$ cat config.mk
export PLATFORM = sky130hd
export DESIGN_NAME = reply_merge
export DESIGN_NICKNAME = d
export VERILOG_FILES = /design/src/source/mem_pkg.sv /design/src/source/reply_merge.sv
export SDC_FILE = /design/constraint.sdc
export NUM_CORES = 1
export LEC_CHECK = 0
export ABC_CLOCK_PERIOD_IN_PS = 21400
export BUFFER_PORTS_ARGS = -buffer_cell sky130_fd_sc_hd__buf_2
export CAP_MARGIN = 40
export CORE_ASPECT_RATIO = 0.75
export CORE_MARGIN = 2
export CORE_UTILIZATION = 60
export CTS_BUF_LIST = sky130_fd_sc_hd__clkbuf_8
export CTS_CLUSTER_DIAMETER = 50
export DETAILED_ROUTE_END_ITERATION = 10
export PLACE_DENSITY_LB_ADDON = 0.1
export SETUP_SLACK_MARGIN = 0.05
export SYNTH_ARGS = -nofsm -noshare
export SYNTH_HDL_FRONTEND = slang
export SYNTH_SLANG_ARGS = --single-unit
$ cat constraint.sdc
create_clock -name clk -period 21.4 [get_ports clk]
set_input_delay 2.14 -clock clk [delete_from_list [all_inputs] [get_ports clk]]
set_output_delay 2.14 -clock clk [all_outputs]
set_load 0.02 [all_outputs]
$ cat src/source/mem_pkg.sv
package mem_pkg;

    localparam int cl_bits        = 128;
    localparam int bank_lines     = 4096;
    localparam int num_banks      = 2;
    localparam int bank_sel_bit   = 5;       // Even/odd bank select
    localparam int idx_lsb        = 6;
    localparam int idx_msb        = 17;
    localparam int bank_latency   = 6;       // Accept to registered reply
    localparam int req_fifo_depth = 4;       // Also the requester's initial credits
    localparam int rsp_slots      = 2;       // Merger slots per bank
    localparam int out_credits    = 4;       // Consumer buffer size

    localparam logic [1:0] mem_node = 2'd3;  // Source ID on every reply

    localparam int lat_cnt_bits = $clog2(bank_latency);
    localparam int req_ptr_bits = $clog2(req_fifo_depth);
    localparam int req_cnt_bits = $clog2(req_fifo_depth + 1);
    localparam int rsp_ptr_bits = $clog2(rsp_slots);
    localparam int rsp_cnt_bits = $clog2(rsp_slots + 1);
    localparam int out_cnt_bits = $clog2(out_credits + 1);

    typedef enum logic [2:0] {
        NOOP  = 3'd0,
        REPLY = 3'd2,
        RD    = 3'd3,
        WR    = 3'd4
    } mem_op_e;

    typedef enum logic [1:0] {
        BANK_IDLE,
        BANK_ACCESS,
        BANK_RESPOND
    } bank_state_e;

    typedef struct packed {
        logic [31:0]        addr;
        mem_op_e            op;
        logic [1:0]         src;
        logic [1:0]         dest;
        logic [cl_bits-1:0] data;
    } mem_req_t;

    // Same layout as a request, op is always REPLY
    typedef struct packed {
        logic [31:0]        addr;
        mem_op_e            op;
        logic [1:0]         src;
        logic [1:0]         dest;
        logic [cl_bits-1:0] data;
    } mem_rsp_t;

endpackage

$ cat src/source/reply_merge.sv
`timescale 1ns/1ps

module reply_merge import mem_pkg::*; (
    input  logic                     clk,
    input  logic                     rst,
    input  logic     [num_banks-1:0] bank_rsp_valid,
    input  mem_rsp_t [num_banks-1:0] bank_rsp,
    output logic     [num_banks-1:0] bank_credit,
    output logic                     rsp_valid,
    output mem_rsp_t                 rsp,
    input  logic                     rsp_credit
);

    mem_rsp_t                slot_mem [num_banks][rsp_slots];
    logic [rsp_ptr_bits-1:0] wr_ptr [num_banks];
    logic [rsp_ptr_bits-1:0] rd_ptr [num_banks];
    logic [rsp_cnt_bits-1:0] slot_cnt [num_banks];
    logic [out_cnt_bits-1:0] out_cnt;
    logic [num_banks-1:0]    slot_full_any;
    logic                    rr_ptr;  // Bank preferred on a tie
    logic                    sel;
    logic                    send;
    logic [num_banks-1:0]    pop;

    always_comb begin
        for (int b = 0; b < num_banks; b++) begin
            slot_full_any[b] = (slot_cnt[b] != '0);
        end
    end

    assign send = (out_cnt != '0) && (slot_full_any != '0);
    assign sel  = (&slot_full_any) ? rr_ptr : slot_full_any[1];

    always_comb begin
        pop = '0;
        if (send) begin
            pop[sel] = 1'b1;
        end
    end

    always_ff @(posedge clk) begin
        for (int b = 0; b < num_banks; b++) begin
            if (bank_rsp_valid[b]) begin
                slot_mem[b][wr_ptr[b]] <= bank_rsp[b];
            end
        end
        if (send) begin
            rsp <= slot_mem[sel][rd_ptr[sel]];
        end
    end

    always_ff @(posedge clk) begin
        if (rst) begin
            for (int b = 0; b < num_banks; b++) begin
                wr_ptr[b]   <= '0;
                rd_ptr[b]   <= '0;
                slot_cnt[b] <= '0;
            end
            out_cnt     <= out_cnt_bits'(out_credits);
            rr_ptr      <= 1'b0;
            rsp_valid   <= 1'b0;
            bank_credit <= '0;
        end else begin
            rsp_valid   <= send;
            bank_credit <= pop;  // Slot freed for the dispatcher
            if (send) begin
                rr_ptr <= !sel;
            end
            for (int b = 0; b < num_banks; b++) begin
                if (bank_rsp_valid[b]) begin
                    wr_ptr[b] <= wr_ptr[b] + rsp_ptr_bits'(1);
                end
                if (pop[b]) begin
                    rd_ptr[b] <= rd_ptr[b] + rsp_ptr_bits'(1);
                end
                if (bank_rsp_valid[b] && !pop[b]) begin
                    slot_cnt[b] <= slot_cnt[b] + rsp_cnt_bits'(1);
                end else if (pop[b] && !bank_rsp_valid[b]) begin
                    slot_cnt[b] <= slot_cnt[b] - rsp_cnt_bits'(1);
                end
            end
            if (send && !rsp_credit) begin
                out_cnt <= out_cnt - out_cnt_bits'(1);
            end else if (rsp_credit && !send) begin
                out_cnt <= out_cnt + out_cnt_bits'(1);
            end
        end
    end

    // Dispatcher reply credits guarantee a free slot
    for (genvar gb = 0; gb < num_banks; gb++) begin : g_slot_chk
        a_no_slot_overflow: assert property (
            @(posedge clk) disable iff (rst)
            bank_rsp_valid[gb] |-> slot_cnt[gb] < rsp_slots
        );
    end

    // Consumer never returns more than it was given
    a_out_cnt_max: assert property (
        @(posedge clk) disable iff (rst)
        out_cnt <= out_credits
    );

endmodule

; Word level (Yosys, flattened, before mapping)
; Memory sizes are Yosys's and may differ from the RTL's.
; Index checks and enable logic that the tools add are counted.
[word_totals]
mem_count = 4
elab_cells = 115
romBits = 0
regBits = 174
output_inout_bits = 170
mem_bits_rw = 676
latchBits = 0
[memory_table]
columns = name, words, word_bits, read_ports, rd_ports_with_merged_regs, write_ports, line_no
row1 = slot_mem, 2, 334, 1, 0, 2, reply_merge.sv:14  ; mem_rsp_t slot_mem [num_banks][rsp_slots];
row2 = slot_cnt, 2, 2, 2, 0, 2, reply_merge.sv:17  ; logic [rsp_cnt_bits-1:0] slot_cnt [num_banks];
row3 = rd_ptr, 2, 1, 3, 0, 2, reply_merge.sv:16  ; logic [rsp_ptr_bits-1:0] rd_ptr [num_banks];
row4 = wr_ptr, 2, 1, 2, 0, 2, reply_merge.sv:15  ; logic [rsp_ptr_bits-1:0] wr_ptr [num_banks];
[op_classes]
n_eq_ne = 0
multipliers = 0
n_div = 0
add_sub_neg = 10
muxes = 51
shifts = 0
bitwise_logic = 11
order_cmp = 7
reduce_logical = 23
[ops]
columns = op, count
row1 = $mux 167, 5
row2 = $mux 334, 2
row3 = $demux 167 s1, 2
row4 = $mux 1, 34
row5 = $logic_and 1x1->1, 10
row6 = $mux 2, 5
row7 = $or 1x1->1, 8
row8 = $reduce_bool 2->1, 4
row9 = $logic_not 1->1, 7
row10 = $ge 2x2->1 const B, 3
row11 = $mux 3, 2
row12 = $not 1->2, 3
row13 = $add 1x1->1 const B, 4
row14 = $add 2x1->2 const B, 2
row15 = $lt 2x1->1 const B, 2
row16 = $sub 2x1->2 const B, 2
row17 = $add 3x1->3 const B, 1
row18 = $reduce_bool 3->1, 1
row19 = $sub 3x1->3 const B, 1
row20 = $lt 1x2->1 const B, 1
row21 = $reduce_and 2->1, 1
row22 = $demux 1 s1, 1
row23 = $ge 1x1->1 const B, 1

; Longest topological paths before layout
[logic_depth]
word_depth = 15
depth_mapped = 10
depth_no_buf = 10

; Least setup slack after synthesis
; OpenSTA, ideal clock, no wires.
[synth_path]
path_type = input to register
from = input port bank_rsp_valid[1]
to = memory slot_mem[1][167] (netlist bit), enable pin
arrival_time_ps = 9753
path_slack_ps = 10932
n_path_buf = 1
path_stages = 2
setup_ps = 715
cell_sequence = clkbuf_1 nor2b_1
[synth_lines]
columns = item, line_no
row1 = from (decl), reply_merge.sv:6  ; input logic [num_banks-1:0] bank_rsp_valid,
row2 = to (decl), reply_merge.sv:14

==> run metrics <==
Area Overhead vs Synth 18.2%; Synth top area share 79.3%; most numerous cell in the Yosys netlist edfxtp_1; buffer and inverter count on the worst path 3; Peak VDD IR 0.152 mV; Placer Congestion 0.816; # resized after CTS 0; die area 55,100 µm²; R2R setup slack 18.15 ns; nets 2,594; final wirelength 69,800 µm; crit end category flip-flop; post-DP HPWL 42,300 µm; sw frac 34.0%; P per Cell Area 136 nW/µm²; Routed Antenna Nets 0; #FFs+latches synth 850; num rows 73; routed len/inst 22.6 µm; Synth Warn # 0; # clock sinks 850; final worst clock skew 0.0330 ns; routed vias/inst 5.51; Worst Path Max Fanout 144; chip height 204 µm; crit-path cells buf_2 -> inv_1 -> nor2_4 -> buf_12; Netlist Area Pre-Place 31,900 µm²; hold crit path type flip-flop to flip-flop; I/O Pins 509; CP startpoint kind input pin; Worst-path clk slew 0.06 ns; Max Buffers Root-to-Sink 3; Synth area leader edfxtp_1; Hold Violations, Final 0; Multi-input gate area 5930 µm²; Clk pwr share 24.1%; CTS tree yes; Fill cells 3,463; Seq/Total Area, Yosys 79.8%; unrepaired setup endpoints after global routing false; htree depth 4; FMAX 276 MHz; status finished, final reports clean; Avg Cell Area, Syn 19.0 µm²; GR Overflow Total 0; worst setup margin 17.78 ns; Setup WS pre-CTS 17.07 ns; Setup Fix Bufs, Post-CTS 0; Crit path max-delay family buffers and inverters; Final Max Tran Viols 0; largest net degree at the start of global routing 186; Worst-Margin Slew 1.18 ns; Sequential Power Share 45.3%; Iter 0 DRT Violations 1,274; total CTS buffers 132; GRT Util Overall 25.0%; Worst EP arrival 3.94 ns; Hold Buf Count CTS 0; Post-synth ARST share 0%; vias in the first global route 17,273; I/O Buffers 508; required time worst endpoint 21.72 ns; min Tclk post-route 3.62 ns; die width 270 µm; layout cell share with drive strength beyond 1 36.0%; internal power 0.00339 W; first-pass GRT wire length 102,000 µm; Post-synth top cells edfxtp_1 (843), a21oi_1 (170), nor2b_1 (169); Yosys cell types 37; starting density of the core 60.5%; initial antenna violation count 36; syn_nets 2,023; Switching Power 0.00175 W; max-cap violations 0; leak pwr 13.5 nW; main flop type after synthesis edfxtp_1; CP Class input pin to flip-flop; EDFF count, synth 843; Final setup viols 0; drt drc 0; final worst path period share 16.9%; core area 52,800 µm²; router iterations before antenna repair 5; register area 25,500 µm²; cells after synthesis 1,681; CP max stage cell buf_12; via count 17,003; max_slew headroom 21.1%; Clk Latency, worst-skew pair 0.72 ns; Combinational Power Share 30.6%; Final TNS setup 0 ns; synth top area cells edfxtp_1 (79%), a211oi_2 (5.5%), mux2i_1 (5.2%); CP max stage delay 0.73 ns; CTS root buffer clkbuf_8
metrics by stage:
step	util, %	hold slack [ns]	instance area (µm²)	cells	power [W]
floorplan	-	0.467	31900	1681	0.00351
global placement	66.4	0.476	35000	2821	0.00387
detailed placement	66.8	0.500	35300	2830	0.00394
CTS	71.3	0.511	37600	3060	0.00517
global route	71.4	0.529	37700	3079	0.00537
finish	71.4	0.510	37700	3088	0.00513
worst reg2reg max path, cell delays in order, from the launching register on:
cell and delay [ns]:
edfxtp_1 0.41, inv_1 0.08, ha_1 0.21, a21o_4 0.35, buf_12 0.77, buf_4 0.64, buf_16 0.33, a211oi_2 0.12
a21oi_1 0.18
worst paths after layout:
check | startpoint | endpoint | depth (start not counted)
min | rr_ptr | rr_ptr | 2
min reg2reg | rr_ptr | rr_ptr | 2
max | bank_rsp_valid[0] | slot_mem[0][228] | 4
max reg2reg | slot_cnt[1][0] | rsp[81] | 8
metal layers:
metal / vias to the layer above / share of wire [%] / routed length [µm] / GRT usage, %
li1: 7822 / - / - / -
met1: 8440 / 40 / 27800 / 32.2
met2: 598 / 50 / 34800 / 39.6
met3: 123 / 7.8 / 5440 / 8.28
met4: 20 / 2.4 / 1660 / 10.2
met5: - / 0.19 / 136 / 0
flip-flops by register name (all words and copies together) (netlist names):
signal,count
slot_mem,668
rsp,167
slot_cnt,4
out_cnt,3
bank_credit,2
rd_ptr,2
wr_ptr,2
rr_ptr,1
rsp_valid,1
kinds of logic (layout without fill, tap and decap cells):
| group | after synthesis | after routing | share of synthesized area (%) |
|---|---|---|---|
| other cells | 0 | 28 | 0 |
| mux | 167 | 167 | 5.24 |
| buf+inv | 105 | 772 | 1.77 |
| fa+ha+maj | 3 | 3 | 0.141 |
| compound gates | 351 | 351 | 9.11 |
| xor+xnor | 4 | 4 | 0.110 |
| simple gates | 201 | 201 | 3.87 |
| flops | 850 | 850 | 79.8 |
power groups by stage:
stage / clock (W) / sequential [W] / combinational (W)
5_1_grt: 0.00133 / 0.00235 / 0.00169
3_5_place_dp: 0 / 0.00236 / 0.00158
2_1_floorplan: 0 / 0.00262 / 0.000887
6_report: 0.00124 / 0.00233 / 0.00157
3_3_place_gp: 0 / 0.00235 / 0.00152
4_1_cts: 0.00126 / 0.00233 / 0.00159
cell usage in the layout, fill, tap and decap left out, types with 2 or more instances in the layout:
cell        instances
nor2_1              9
o21ai_0             4
nand2b_1            3
mux2i_1           167
diode_2            28
edfxtp_1          843
nor2_4              2
clkinv_1           29
buf_2             508
clkinv_2            9
inv_6               4
ha_1                2
dfxtp_1             7
a21oi_1           170
buf_4              11
buf_16              7
clkbuf_8          139
and2_4              2
nor3_1              2
or2_2               3
inv_1              51
a211oi_1           29
clkinvlp_4          3
nor2b_1           168
buf_12              7
a31oi_1             2
xor2_1              3
bufinv_16           3
or3_1               4
a211oi_2          141
area by class of cell:
cell class | instances | area share [%]
tap | 712 | 2.36
clock buffer | 139 | 5.07
multi-input combinational | 726 | 15.7
inverter | 9 | 0.0896
timing repair buffer | 533 | 7.84
antenna | 28 | 0.186
clock inverter | 91 | 1.25
sequential | 850 | 67.5
Note: power is estimated with default switching activity, not from simulation.
