### src/source/mem_pkg.sv
package mem_pkg;

    localparam int cl_bits        = 128;
    localparam int bank_lines     = 4096;
    localparam int num_banks      = 2;
    localparam int bank_sel_bit   = 5;       // Even/odd bank select
    localparam int idx_lsb        = 6;
    localparam int idx_msb        = 17;
    localparam int bank_latency   = 6;       // Accept to registered reply
    localparam int req_fifo_depth = 4;       // Also the requester's initial credits
    localparam int rsp_slots      = 2;       // Merger slots per bank
    localparam int out_credits    = 4;       // Consumer buffer size

    localparam logic [1:0] mem_node = 2'd3;  // Source ID on every reply

    localparam int lat_cnt_bits = $clog2(bank_latency);
    localparam int req_ptr_bits = $clog2(req_fifo_depth);
    localparam int req_cnt_bits = $clog2(req_fifo_depth + 1);
    localparam int rsp_ptr_bits = $clog2(rsp_slots);
    localparam int rsp_cnt_bits = $clog2(rsp_slots + 1);
    localparam int out_cnt_bits = $clog2(out_credits + 1);

    typedef enum logic [2:0] {
        NOOP  = 3'd0,
        REPLY = 3'd2,
        RD    = 3'd3,
        WR    = 3'd4
    } mem_op_e;

    typedef enum logic [1:0] {
        BANK_IDLE,
        BANK_ACCESS,
        BANK_RESPOND
    } bank_state_e;

    typedef struct packed {
        logic [31:0]        addr;
        mem_op_e            op;
        logic [1:0]         src;
        logic [1:0]         dest;
        logic [cl_bits-1:0] data;
    } mem_req_t;

    // Same layout as a request, op is always REPLY
    typedef struct packed {
        logic [31:0]        addr;
        mem_op_e            op;
        logic [1:0]         src;
        logic [1:0]         dest;
        logic [cl_bits-1:0] data;
    } mem_rsp_t;

endpackage

### src/source/bank_dispatch.sv
`timescale 1ns/1ps

module bank_dispatch import mem_pkg::*; (
    input  logic                 clk,
    input  logic                 rst,
    input  logic                 req_valid,
    input  mem_req_t             req,
    output logic                 req_credit,
    input  logic [num_banks-1:0] bank_busy,
    input  logic [num_banks-1:0] bank_credit,
    output logic [num_banks-1:0] bank_req_valid,
    output mem_req_t             bank_req
);

    mem_req_t                fifo_mem [req_fifo_depth];
    logic [req_ptr_bits-1:0] wr_ptr;
    logic [req_ptr_bits-1:0] rd_ptr;
    logic [req_cnt_bits-1:0] fifo_cnt;
    logic [rsp_cnt_bits-1:0] rsp_cnt [num_banks];  // Free merger slots per bank
    logic [num_banks-1:0]    rd_issue;
    logic                    head_bank;
    logic                    head_ready;
    logic                    pop;

    assign bank_req  = fifo_mem[rd_ptr];
    assign head_bank = bank_req.addr[bank_sel_bit];

    always_comb begin
        case (bank_req.op)
            NOOP:    head_ready = 1'b1;  // Dropped here
            RD:      head_ready = !bank_busy[head_bank] && (rsp_cnt[head_bank] != '0);
            default: head_ready = !bank_busy[head_bank];
        endcase
    end

    assign pop = (fifo_cnt != '0) && head_ready;

    always_comb begin
        bank_req_valid = '0;
        if (pop && bank_req.op != NOOP) begin
            bank_req_valid[head_bank] = 1'b1;
        end
    end

    assign rd_issue = bank_req_valid & {num_banks{bank_req.op == RD}};

    always_ff @(posedge clk) begin
        if (req_valid) begin
            fifo_mem[wr_ptr] <= req;
        end
    end

    always_ff @(posedge clk) begin
        if (rst) begin
            wr_ptr     <= '0;
            rd_ptr     <= '0;
            fifo_cnt   <= '0;
            req_credit <= 1'b0;
            for (int b = 0; b < num_banks; b++) begin
                rsp_cnt[b] <= rsp_cnt_bits'(rsp_slots);
            end
        end else begin
            req_credit <= pop;  // Entry freed, hand the credit back
            if (req_valid) begin
                wr_ptr <= wr_ptr + req_ptr_bits'(1);
            end
            if (pop) begin
                rd_ptr <= rd_ptr + req_ptr_bits'(1);
            end
            if (req_valid && !pop) begin
                fifo_cnt <= fifo_cnt + req_cnt_bits'(1);
            end else if (pop && !req_valid) begin
                fifo_cnt <= fifo_cnt - req_cnt_bits'(1);
            end
            for (int b = 0; b < num_banks; b++) begin
                if (rd_issue[b] && !bank_credit[b]) begin
                    rsp_cnt[b] <= rsp_cnt[b] - rsp_cnt_bits'(1);
                end else if (bank_credit[b] && !rd_issue[b]) begin
                    rsp_cnt[b] <= rsp_cnt[b] + rsp_cnt_bits'(1);
                end
            end
        end
    end

    // Requester credits must keep the FIFO from overflowing
    a_no_push_full: assert property (
        @(posedge clk) disable iff (rst)
        req_valid |-> fifo_cnt != req_cnt_bits'(req_fifo_depth)
    );

    for (genvar gb = 0; gb < num_banks; gb++) begin : g_cnt_chk
        a_rsp_cnt_max: assert property (
            @(posedge clk) disable iff (rst)
            rsp_cnt[gb] <= rsp_slots
        );
    end

endmodule

### config.mk
export PLATFORM = sky130hd
export DESIGN_NAME = bank_dispatch
export DESIGN_NICKNAME = d
export VERILOG_FILES = /design/src/source/mem_pkg.sv /design/src/source/bank_dispatch.sv
export SDC_FILE = /design/constraint.sdc
export NUM_CORES = 1
export LEC_CHECK = 0
export ABC_AREA = 1
export BUFFER_PORTS_ARGS = -buffer_cell sky130_fd_sc_hd__buf_2
export CORE_MARGIN = 3
export CORE_UTILIZATION = 40
export CTS_CLUSTER_DIAMETER = 100
export DETAILED_ROUTE_END_ITERATION = 8
export GPL_TIMING_DRIVEN = 0
export HOLD_SLACK_MARGIN = 0.02
export PLACE_DENSITY_LB_ADDON = 0.05
export RECOVER_POWER = 25
export SYNTH_ARGS = -nofsm -noshare
export SYNTH_HDL_FRONTEND = slang
export SYNTH_SLANG_ARGS = --single-unit
### constraint.sdc
create_clock -name clk -period 6.3 [get_ports clk]
set_input_delay 1.26 -clock clk [delete_from_list [all_inputs] [get_ports clk]]
set_output_delay 1.26 -clock clk [all_outputs]
set_load 0.05 [all_outputs]
## Word-level counts from Yosys, hierarchy flattened

Memory sizes are Yosys's and may differ from the RTL's. A register that Yosys moved wholly into a read port is not among the register bits.
Cells that the tools add are included.

| word-level totals | value |
|---|---|
| memory bits (writable) | 672 |
| register bits after elaboration | 8 |
| output and inout port bits | 170 |
| memories | 2 |
| input bits | 174 |

| operators by class | value |
|---|---|
| add/sub/neg operators | 8 |
| reduce and logical (&&, ||, !) cells | 22 |
| bitwise operators | 5 |
| mux-type cells | 32 |
| order comparisons | 2 |
| equality and inequality tests | 1 |

Memories:

| name | words | bits a word | rd ports | clocked after Yosys merged registers in | write ports | line | text |
|---|---|---|---|---|---|---|---|
| fifo_mem | 4 | 167 | 1 | 1 | 1 | bank_dispatch.sv:15 | `mem_req_t fifo_mem [req_fifo_depth];` |
| rsp_cnt | 2 | 2 | 3 | 0 | 2 | bank_dispatch.sv:19 | `logic [rsp_cnt_bits-1:0] rsp_cnt [num_banks];` |

Operator list:

| kind | number |
|---|---|
| $mux W1 | 21 |
| $mux W2 | 7 |
| $logic_and A1 B1 Y1 | 10 |
| $add A2 B1 Y2 const B | 4 |
| $logic_not A1 Y1 | 7 |
| $mux W3 | 2 |
| $reduce_bool A3 Y1 | 2 |
| $or A1 B1 Y1 | 4 |
| $reduce_bool A2 Y1 | 2 |
| $sub A2 B1 Y2 const B | 2 |
| $add A3 B1 Y3 const B | 1 |
| $eq A3 B2 Y1 const B | 1 |
| $logic_not A3 Y1 | 1 |
| $sub A3 B1 Y3 const B | 1 |
| $and A2 B2 Y2 | 1 |
| $lt A1 B2 Y1 const B | 1 |
| $pmux W1 S2 | 1 |
| $demux W1 S1 | 1 |
| $ge A1 B1 Y1 const B | 1 |

## Logic depth before layout (Yosys ltp)

| logic depth | value |
|---|---|
| depth in word-level cells | 16 |
| depth in mapped cells | 17 |
| mapped depth without buffers | 16 |

## Worst setup path before layout

OpenSTA, ideal clock, no wires.

| timing | value |
|---|---|
| path kind | input port to flip-flop |
| start point | in req_valid |
| end point | mem fifo_mem[2][0] in the netlist's numbering, enable pin |
| path buffers | 0 |
| required time | 5.781 ns |
| arrival time | 4.504 ns |
| path slack | 1.277 ns |
| stages on the path | 2 |
| setup time | 0.519 ns |
| cells stage by stage | nand2_1 -> inv_1 |

| between the ends | value |
|---|---|
| longest elaborated chain between the ends | 2 |

RTL lines:

| item | line | text |
|---|---|---|
| start: declaration | bank_dispatch.sv:6 | `input logic req_valid,` |
| $mux W1 | bank_dispatch.sv:48 | `if (req_valid) begin` |
| $mux W1 (not written as such) | bank_dispatch.sv:49 | `fifo_mem[wr_ptr] <= req;` |
| end: declaration | bank_dispatch.sv:15 |  |

Every way passes these cells.

==> impl_metrics.ini <==
[detailed_routing]
drt_iter0_drc = 1008
via_per_inst = 5.15
wl_per_cell_um = 22.3
num_vias = 15800
first_pass_iters = 5
drc = 0
ant_nets = 0
finalWirelength_um = 68600

[setup_path]
worstPathCellList = buf_4 > buf_2 > clkbuf_1 > clkbuf_1 > nor2_1 > o22ai_1 > buf_2
crit_family = buffers and inverters
cp.required_ns = 5.04
slowest_delay_ns = 0.83
end_kind = output pin
start_kind = register
reg2reg_slack_ns = 3.73
crit_slowest_cell = clkbuf_1
worstPathArrival_ns = 3.71
path_max_fanout = 10
critPathKind = reg -> out
worst-path-buf-inv = 5

[yosys]
synth_top_family_by_area = compound AO/OA/AOI/OAI gates
ys_seq_area_share_pct = 80.2
ys.warnings.count = 0
synthCells = 1746
synth-simple-area-share_pct = 6.44
synth_xor_area_share_pct = 0.103
syn_area_um2 = 25400
synthesis.nets = 1926
synth_cell_type_count = 27
synth-seq-cells = 682
muxShareOfSynthArea_pct = 0
synth-adder-area-share_pct = 0.325
synth_compound_area_share_pct = 10.8
avgSynthCellArea_um2 = 14.6

[clock_network]
cts_hold_buf = 0
postCtsSetupBuffers = 0
cts_sinks = 682
cts_resized = 0
clock_path_buffers = 3
cts_max_level = 3
cts.clk_slew.worst_paths_ns = 0.05
cts_buffers = 75
cts_tree = yes
cts_root_buffer = clkbuf_16
clk_latency_ns = 0.60

[grt]
overflow = 0
grt_pass1_vias = 15600
grt_use_met3_pct = 6.06
use_met1_pct = 26.9
grt_max_degree = 93
top_usage_layer = met2
antenna_found_initial = 14
grt_pass1_wl_um = 101000
grtUsageTotal_pct = 20.2
global_route.usage.met2_pct = 32.3

[floorplanning]
die-height_um = 258
initial_core_util_pct = 40.8
core_um2 = 62300
die_w_um = 258
dieArea_um2 = 66600
ios = 344
rows = 91

[timing]
setup_ws_ns = 1.33
tightest_slew_ns = 1.31
min_period_ns = 4.97
setup_viol = 0
fmax_mhz = 201
rsz0062_at_grt = false
hold_viol_final = 0
post-route-period-util_pct = 78.9
final_max_slew_viol_count = 0
max_slew_margin_pct = 12.9
setup-tns-final_ns = 0
fin_worst_skew_ns = 0.0136
whs_ns = 0.475

[power_and_ir_drop]
p_comb_share_pct = 36.0
switchingPower_mw = 5.95
p_int_mw = 8.57
seq_power_share_pct = 36.2
total_power_mw = 14.5
power_switching_share_pct = 41.0
leakagePower_nw = 10.3
max-vdd-ir-drop_mv = 0.337
power_density_nw_per_um2 = 477
clkPwrFrac_pct = 27.7

[place]
place_hpwl_um = 41300
placed_cells = 2930
gp_congestion = 0.743
portBuffers = 343
preCtsSetupSlack_ns = 1.96
place_area_um2 = 28300

[final_layout]
nFillCells = 5588
multi_input_area_um2 = 4490
finish.utilization_pct = 48.9
fin_cells = 3070
syn_to_final_growth_pct = 19.8
regArea_um2 = 20400
finalInstanceArea_um2 = 30400
drive_gt1_share_pct = 16.3
final_nets = 2350

[hold_path]
hold_path_class = reg -> reg

[status]
status = finished, final reports clean

[run]
drv_cap = 0
layout make-up:
class                      instances  share of cell area [%]
clock inverter                    27                   0.518
multi-input combinational        924                    14.8
sequential                       682                    67.0
antenna                            7                  0.0576
tap                              837                    3.44
clock buffer                     106                    6.83
inverter                          28                   0.444
buffer                           112                    1.44
timing repair buffer             347                    5.56
final timing paths:
check	from	end	cells after the start
setup / recovery	register	bank_req[6]	7
hold / removal	rd_ptr[1]	register	2
setup reg to reg	register	fifo_cnt[2]	16
hold reg to reg	rd_ptr[1]	register	2
power by group through the flow:
stage	clock network, mW	registers [mW]	logic (mW)
finish	4.03	5.26	5.23
global placement	0	5.41	5.27
floorplan	0	5.38	3.62
detailed placement	0	5.35	5.30
global route	4.32	5.27	5.57
CTS	4.13	5.26	5.31
placed cells by master (no fill, tap or decap), types with 3 or more instances in the layout:
| master | instances |
|---|---|
| clkbuf_1 | 239 |
| o22ai_1 | 163 |
| nand3_1 | 14 |
| buf_16 | 4 |
| dfxtp_1 | 10 |
| inv_8 | 4 |
| nand4_1 | 4 |
| nand2_1 | 38 |
| nand2_2 | 6 |
| diode_2 | 7 |
| a21oi_1 | 11 |
| nand3_2 | 3 |
| o21ai_0 | 334 |
| clkinv_2 | 10 |
| clkbuf_16 | 79 |
| ha_1 | 5 |
| nor2_1 | 336 |
| clkinv_1 | 12 |
| inv_1 | 21 |
| edfxtp_1 | 672 |
| buf_2 | 240 |
| inv_2 | 3 |
cells in the mapped netlist:
library cell / n / share of area (%)
inv_1: 25 / 0.37
edfxtp_1: 672 / 79
dfxtp_1: 10 / 0.79
nor2_4: 2 / 0.089
xnor2_1: 1 / 0.034
nand4_2: 1 / 0.049
buf_4: 1 / 0.030
nand4_1: 4 / 0.098
buf_1: 1 / 0.015
o21ai_0: 334 / 6.6
ha_1: 5 / 0.25
nand2_4: 1 / 0.044
nand3_1: 14 / 0.28
fa_1: 1 / 0.079
nand3_4: 1 / 0.069
nand2_2: 6 / 0.15
buf_6: 1 / 0.044
clkbuf_1: 104 / 1.5
nand2_1: 38 / 0.56
xor2_1: 2 / 0.069
buf_2: 5 / 0.098
nand3_2: 3 / 0.12
inv_2: 3 / 0.044
a21oi_1: 11 / 0.22
nor2_2: 1 / 0.025
o22ai_1: 163 / 4.0
nor2_1: 336 / 5.0
cells by family after synthesis:
kind of cell | count (synthesis)
buf+inv | 140
xor+xnor | 3
compound gates | 508
flops | 682
fa+ha+maj | 6
simple gates | 407
worst min-delay path, cell delays in order (launching register included):
cell and delay (ns):
dfxtp_1 0.30, inv_1 0.06, a21oi_1 0.07
routing by layer:
layer / wire length (µm) / part of all wire, %
met1: 28800 / 42
met2: 32700 / 48
met3: 5250 / 7.7
met4: 1730 / 2.5
met5: 88 / 0.13
sequential cells by signal (all words and copies together), names as in the netlist, named ones only:
signal,count
req_credit,1
rsp_cnt,4
fifo_mem,668
rd_ptr,2
wr_ptr,2
fifo_cnt,3
No activity file was read; power rests on OpenSTA's default activity.
